--- src/include/scan_settings.svh ---
`ifndef SCAN_SETTINGS_SVH
`define SCAN_SETTINGS_SVH

// Width of one fill-level word.
// Eight bits cover the range from empty up to a full buffer.
`define SCAN_MEM_W 8

// Amount the fill level changes on every clock while scanning or draining.
// One step stands for ten percent of the buffer.
`define SCAN_MEM_STEP 10

// Fill level of a full buffer.
// A scanner stops here and asks the collector for a flush.
`define SCAN_MEM_FULL 100

// Fill level at which a scanning unit tells its peer to leave low power.
// The peer then has half a scan to get ready in standby.
`define SCAN_WAKE_LEVEL 50

`endif

--- src/rtl/scan_pkg.sv ---
package scan_pkg;

	// Operating state of one scanner unit.
	// The codes are also what the state display shows, so they stay fixed.
	//
	// A unit walks through the states in a ring.
	// It sleeps in low_power until its peer or the empty-peer rule wakes it.
	// In standby it waits for the go-ahead to start filling the buffer.
	// While scanning the fill level climbs by one step per clock.
	// In idle the buffer is full and the unit waits for the collector.
	// During transfer the buffer drains one step per clock back to empty.
	typedef enum logic [2:0] {
		// Asleep with an empty buffer.
		low_power = 3'd0,
		// Awake and empty, waiting to be told to scan.
		standby   = 3'd1,
		// Filling the buffer.
		scanning  = 3'd2,
		// Full and holding until the collector acknowledges.
		idle      = 3'd3,
		// Draining the buffer to the collector.
		transfer  = 3'd4
	} scan_state_t;

	// Codes 5 to 7 are never entered.
	// A unit that somehow lands there falls back to low_power.

endpackage

--- src/rtl/scanner_unit.sv ---
`timescale 1ns/1ns
`include "scan_settings.svh"

module scanner_unit #(
	// Set to 1 for the primary unit and 0 for the alternate.
	parameter bit PRIMARY = 1'b1
) (
	input  logic                    clk,
	input  logic                    rst,
	input  logic                    flush,
	input  logic                    start_scan_in,
	input  logic                    goto_stby_in,
	input  logic [`SCAN_MEM_W-1:0]  alt_mem_used,
	output logic                    rdy_flush,
	output logic                    start_scan_out,
	output logic                    goto_stby_out,
	output logic [`SCAN_MEM_W-1:0]  mem_used,
	output scan_pkg::scan_state_t   state
);

	import scan_pkg::*;

	// Sized copies of the settings so that the fill arithmetic stays at word width.
	localparam logic [`SCAN_MEM_W-1:0] mem_step   = `SCAN_MEM_STEP;
	localparam logic [`SCAN_MEM_W-1:0] mem_full   = `SCAN_MEM_FULL;
	localparam logic [`SCAN_MEM_W-1:0] wake_level = `SCAN_WAKE_LEVEL;

	// High when this is the primary and the peer buffer is empty.
	// The alternate never sees this term, so it only moves on peer signals.
	logic alt_empty;

	// Combined conditions for leaving low_power and standby.
	logic wake;
	logic start;

	// Next values of the state register and the fill counter.
	scan_state_t                state_next;
	logic [`SCAN_MEM_W-1:0]     mem_next;

	assign alt_empty = PRIMARY && (alt_mem_used == '0);

	// The primary restarts the pair on its own when the alternate is empty.
	// Without that rule neither unit would ever leave low_power after reset.
	assign wake  = goto_stby_in || alt_empty;
	assign start = start_scan_in || alt_empty;

	// State and fill update.
	always_comb begin
		state_next = state;
		mem_next   = mem_used;
		case (state)
			low_power: begin
				if (wake) begin
					state_next = standby;
				end
			end
			standby: begin
				// The buffer is already empty here.
				// Clearing it again keeps the start of a scan exact.
				if (start) begin
					state_next = scanning;
					mem_next   = '0;
				end
			end
			scanning: begin
				mem_next = mem_used + mem_step;
				// The edge that fills the buffer also stops the scan.
				if (mem_next == mem_full) begin
					state_next = idle;
				end
			end
			idle: begin
				// The collector acknowledges by raising flush.
				if (flush) begin
					state_next = transfer;
				end
			end
			transfer: begin
				mem_next = mem_used - mem_step;
				if (mem_next == '0) begin
					state_next = low_power;
				end
			end
			default: begin
				state_next = low_power;
				mem_next   = '0;
			end
		endcase
	end

	// State register and fill counter.
	always_ff @(posedge clk) begin
		if (rst) begin
			state    <= low_power;
			mem_used <= '0;
		end else begin
			state    <= state_next;
			mem_used <= mem_next;
		end
	end

	// Flush request of the four-phase handshake.
	// It drops once the unit has moved on to transfer.
	assign rdy_flush = (state == idle);

	// A full unit hands the scanning over to its peer.
	assign start_scan_out = (state == idle);

	// Halfway through a scan the peer is woken so that it is ready in time.
	assign goto_stby_out = (state == scanning) && (mem_used >= wake_level);

	// The counter stops at full and never runs past it.
	a_fill_max: assert property (
		@(posedge clk) disable iff (rst)
		mem_used <= mem_full
	);

	// The fill only ever moves in whole steps.
	a_fill_step: assert property (
		@(posedge clk) disable iff (rst)
		(mem_used % mem_step) == '0
	);

	// A sleeping or waiting unit holds no data.
	a_fill_empty: assert property (
		@(posedge clk) disable iff (rst)
		(state == low_power || state == standby) |-> (mem_used == '0)
	);

endmodule

--- src/rtl/scan_display.sv ---
`timescale 1ns/1ns
`include "scan_settings.svh"

module scan_display (
	input  scan_pkg::scan_state_t   state,
	input  logic [`SCAN_MEM_W-1:0]  mem_used,
	output logic [6:0]              hex_state,
	output logic [6:0]              hex_count
);

	localparam logic [`SCAN_MEM_W-1:0] mem_step = `SCAN_MEM_STEP;

	// Digit shown for the state and for the fill in tens.
	logic [3:0] state_digit;
	logic [3:0] count_digit;

	// Active-low segment pattern of one hex digit.
	// Bit order is g f e d c b a, so a zero lights the segment.
	function automatic logic [6:0] seg7(input logic [3:0] digit);
		case (digit)
			4'h0: seg7 = 7'b1000000;
			4'h1: seg7 = 7'b1111001;
			4'h2: seg7 = 7'b0100100;
			4'h3: seg7 = 7'b0110000;
			4'h4: seg7 = 7'b0011001;
			4'h5: seg7 = 7'b0010010;
			4'h6: seg7 = 7'b0000010;
			4'h7: seg7 = 7'b1111000;
			4'h8: seg7 = 7'b0000000;
			4'h9: seg7 = 7'b0010000;
			4'ha: seg7 = 7'b0001000;
			4'hb: seg7 = 7'b0000011;
			4'hc: seg7 = 7'b1000110;
			4'hd: seg7 = 7'b0100001;
			4'he: seg7 = 7'b0000110;
			default: seg7 = 7'b0001110;
		endcase
	endfunction

	// The state code is shown as it is, 0 for low power up to 4 for transfer.
	assign state_digit = {1'b0, state};

	// Each step is ten percent, so the fill divided by the step is the tens digit.
	// A full buffer gives ten and shows as A.
	assign count_digit = 4'(mem_used / mem_step);

	// Both digits use the same table and follow the registered inputs directly.
	assign hex_state = seg7(state_digit);
	assign hex_count = seg7(count_digit);

endmodule

--- src/rtl/control_scanner.sv ---
`timescale 1ns/1ns
`include "scan_settings.svh"

module control_scanner (
	input  logic       clk,
	input  logic       rst,
	input  logic       flush,
	output logic       rdy_flush,
	output logic [6:0] hex_state_s1,
	output logic [6:0] hex_count_s1,
	output logic [6:0] hex_state_s2,
	output logic [6:0] hex_count_s2
);

	import scan_pkg::*;

	// Fill level and state of the primary (s1) and the alternate (s2).
	logic [`SCAN_MEM_W-1:0] mem_used_s1;
	logic [`SCAN_MEM_W-1:0] mem_used_s2;
	scan_state_t            state_s1;
	scan_state_t            state_s2;

	// Peer signals leaving each unit.
	// Each one is wired into the matching input of the other unit.
	logic start_scan_1;
	logic start_scan_2;
	logic goto_stby_1;
	logic goto_stby_2;

	// Flush requests of the two units.
	logic rdy_flush_1;
	logic rdy_flush_2;

	// Primary unit. It carries the rule that restarts the pair.
	scanner_unit #(.PRIMARY(1'b1)) ps_i (
		.clk            (clk),
		.rst            (rst),
		.flush          (flush),
		.start_scan_in  (start_scan_2),
		.goto_stby_in   (goto_stby_2),
		.alt_mem_used   (mem_used_s2),
		.rdy_flush      (rdy_flush_1),
		.start_scan_out (start_scan_1),
		.goto_stby_out  (goto_stby_1),
		.mem_used       (mem_used_s1),
		.state          (state_s1)
	);

	// Alternate unit. It only moves when the primary tells it to.
	scanner_unit #(.PRIMARY(1'b0)) as_i (
		.clk            (clk),
		.rst            (rst),
		.flush          (flush),
		.start_scan_in  (start_scan_1),
		.goto_stby_in   (goto_stby_1),
		.alt_mem_used   (mem_used_s1),
		.rdy_flush      (rdy_flush_2),
		.start_scan_out (start_scan_2),
		.goto_stby_out  (goto_stby_2),
		.mem_used       (mem_used_s2),
		.state          (state_s2)
	);

	// The collector sees one request.
	// A single acknowledge drains every unit that is idle at that moment.
	assign rdy_flush = rdy_flush_1 | rdy_flush_2;

	scan_display disp1_i (
		.state     (state_s1),
		.mem_used  (mem_used_s1),
		.hex_state (hex_state_s1),
		.hex_count (hex_count_s1)
	);

	scan_display disp2_i (
		.state     (state_s2),
		.mem_used  (mem_used_s2),
		.hex_state (hex_state_s2),
		.hex_count (hex_count_s2)
	);

	// The peer signalling hands the scan over, so two scans never overlap.
	a_one_scanning: assert property (
		@(posedge clk) disable iff (rst)
		!(state_s1 == scanning && state_s2 == scanning)
	);

endmodule

--- config.mk ---
export PLATFORM = sky130hd
export DESIGN_NAME = control_scanner
export DESIGN_NICKNAME = d
export VERILOG_FILES = /design/src/rtl/scan_pkg.sv /design/src/rtl/scanner_unit.sv /design/src/rtl/scan_display.sv /design/src/rtl/control_scanner.sv
export VERILOG_INCLUDE_DIRS = /design/src /design/src/include
export SDC_FILE = /design/constraint.sdc
export NUM_CORES = 1
export LEC_CHECK = 0
export ABC_AREA = 1
export BUFFER_PORTS_ARGS = -buffer_cell sky130_fd_sc_hd__buf_2
export CORE_MARGIN = 3
export CORE_UTILIZATION = 35
export CTS_CLUSTER_DIAMETER = 40
export DETAILED_ROUTE_END_ITERATION = 6
export GPL_TIMING_DRIVEN = 0
export PLACE_DENSITY = 0.56
export SLEW_MARGIN = 20
export SYNTH_ARGS = -nofsm -noshare
export SYNTH_HDL_FRONTEND = slang
export SYNTH_HIERARCHICAL = 1
export SYNTH_SLANG_ARGS = --single-unit
--- constraint.sdc ---
create_clock -name clk -period 3.4 [get_ports clk]
set_input_delay 0.51 -clock clk [delete_from_list [all_inputs] [get_ports clk]]
set_output_delay 0.51 -clock clk [all_outputs]
set_load 0.02 [all_outputs]
==> reports/qor.csv <==
stage;metric;value;unit
route;met3_length;178;microns
sta;rsz0062_at_grt;true;
route;top_layer;met4;
grt;antenna_found_initial;0;
grt;grt_pass1_wl;12800;microns
setup_path;worst-endpoint-arrival;2.82;ns
cts;clockRootBuffer;clkbuf_8;
setup_path;cp-start-kind;register;
layout;final_cell_area;4030;sq um
route;met1_length;3780;microns
sta;hold_violations;0;
pwr;sequentialPowerShare;0.109;
route;wl_met2;3810;microns
route;ant_nets;0;
setup_path;critPathMaxFanout;6;
pwr;p_switching;0.00261;W
floorplan;num_rows;33;
layout;diodes;0;
status;outcome;completed;
pwr;p_int;0.00196;W
sta;setup_viol;0;
synth;synth_warnings;6;
placed_design;port_buffers;31;
setup_path;critical_path.max_stage_delay;0.37;ns
grt;grtUsageTotal;0.148;
floorplan;start_util;0.371;
sta;hold_ws;0.530;ns
pwr;p_comb_frac;0.851;
setup_path;cp_slowest_cell;dfxtp_4;
floorplan;pin_count;32;
pwr;pwr-share-clk;0.041;
route;viasPerCell;4.88;
layout;area_growth;28.1;%
placed_design;hpwl;5700;microns
synth;synth_cells;543;
route;num_vias;3480;
sta;relSlewSlack;0.466;
grt;overflow;0;
placed_design;dp_slack;-0.0373;ns
pwr;p_per_area;1130;nW/um^2
floorplan;dieHeight;101;microns
setup_path;critical_path_class;reg -> out;
setup_path;end_kind;output port;
grt;grt_max_degree;15;
pwr;netSwitchingFraction;0.571;
pwr;worst_ir_drop_vdd;0.739;mV
route;dr.pass1.iters;5;
pwr;leakage;2.06;nW
floorplan;dieArea;10200;sq um
cts;cts_buffers;3;
floorplan;die_w;101;microns
sta;setup_ws;0.0748;ns
cts;clk_latency;0.26;ns
sta;worstMarginPinSlew;0.795;ns
synth;mappedNetlistArea;3140;sq um
grt;grt_pass1_vias;2957;
layout;drive_above_1_share;0.301;
hold_path;hp-class;in -> reg;
pwr;finalPower;0.00457;W
synth;synth_area_per_cell;5.79;sq um
setup_path;cp_cell_sequence;inv_2, o21ai_2, buf_4, o211ai_1, inv_1, a21oi_4, nand2_8, nand3_4, nand3_4, nand3_2, nand2_1, nor2_2, nand2_4, inv_2, buf_4, ha_1, nand2_1, o21ai_0, buf_2;
sta;fmax;301;MHz
route;wl_per_cell;11.0;microns
setup_path;worstPathRequired;2.89;ns
floorplan;coreArea;8460;sq um
run;max_cap_violations;0;
cts;cts.sinks;20;
sta;min_period;3.33;ns
route;drt_iter0_drc;69;
cts;clk_pin_slew;0.08;ns
sta;maxSlewViolCount;0;
sta;fin_crit_sh;0.978;
cts;cts_max_path_buffers;2;
setup_path;crit_family;simple AND/OR/NAND/NOR gates;
synth;synthesis.nets;566;
layout;layout.nets;632;
sta;clock_skew;0.00265;ns
placed_design;routabilityCongestion;0.866;
route;wl;7840;microns
route;drc;0;
layout;final_core_util;0.476;
setup_path;crit_buf_inv;6;
placed_design;post_dp_cell_area;3430;sq um
cts;h-tree-depth;1;
cts;cts_tree;yes;
power by group through the flow:
stage	combinational (W)	clock (W)	sequential [W]
after global routing	0.00432	0.000209	0.000518
after CTS	0.00330	0.000198	0.000490
after detailed placement	0.00313	0	0.000497
after global placement	0.00311	0	0.000494
final	0.00388	0.000186	0.000496
after floorplan	0.00248	0	0.000447
state kept, by name, indices dropped and copies added (netlist names):
register / flops
as_i/mem_used: 7
ps_i/state: 3
as_i/state: 3
ps_i/mem_used: 7
what timing repair did:
| item | 4_1_cts | 5_1_grt |
|---|---|---|
| setup endpoints to repair | 12 | 11 |
| resized for setup | 23 | 61 |
| pin swaps | 11 | 37 |
| buffers inserted | 14 | 16 |
| hold buffers | 0 | 0 |
through the flow:
| step | cells | TNS [ns] |
|---|---|---|
| floorplan | 543 | 0 |
| global placement | 679 | 0 |
| detailed placement | 679 | -0.0542 |
| CTS | 697 | -0.00220 |
| global route | 713 | -0.431 |
| finish | 713 | 0 |
final cells by class:
cell class	instances	area, sq um
timing repair buffer	61	420
inverter	88	353
multi-input combinational	428	2590
sequential	20	428
clock buffer	4	55.1
fill	871	4440
buffer	7	46.3
tap	105	131
metal layers:
| layer | track usage | up-vias |
|---|---|---|
| met5 | 0 | - |
| met4 | 0.0259 | 0 |
| met3 | 0.0263 | 8 |
| met2 | 0.247 | 40 |
| met1 | 0.200 | 1584 |
| li1 | - | 1848 |
path summary, 6_finish.rpt:
| check | from | to | slack [ns] | cells after the start |
|---|---|---|---|---|
| max reg2reg | as_i/state[2] | ps_i/state[1] | 1.27 | 12 |
| min | rst | as_i/mem_used[3] | 0.53 | 2 |
| min reg2reg | as_i/mem_used[6] | as_i/mem_used[6] | 0.61 | 2 |
| max | ps_i/mem_used[7] | hex_count_s1[6] | 0.07 | 19 |
cell usage in the layout, fill, tap and decap left out, types with 2 or more instances in the layout:
cell	instances
a31oi_1	4
ha_4	4
o21bai_4	2
inv_4	2
a22oi_1	2
dfxtp_1	12
nand2_1	160
clkinv_1	2
inv_1	66
inv_2	15
nor2_4	2
buf_2	25
nor2_2	11
nand4_1	8
a21oi_4	4
o21ai_1	5
o21ai_2	2
buf_4	36
nand3_4	8
nand3_1	36
clkbuf_8	4
nand2_2	21
ha_1	16
o21ai_0	22
and2_1	4
nor2_1	49
nand3_2	7
buf_6	6
a21oi_2	2
o211ai_1	3
a21oi_1	18
nand2_8	5
nand2_4	14
a21o_1	2
o22ai_1	4
dfxtp_4	7
o21bai_1	4
No activity file was read; power rests on OpenSTA's default activity.
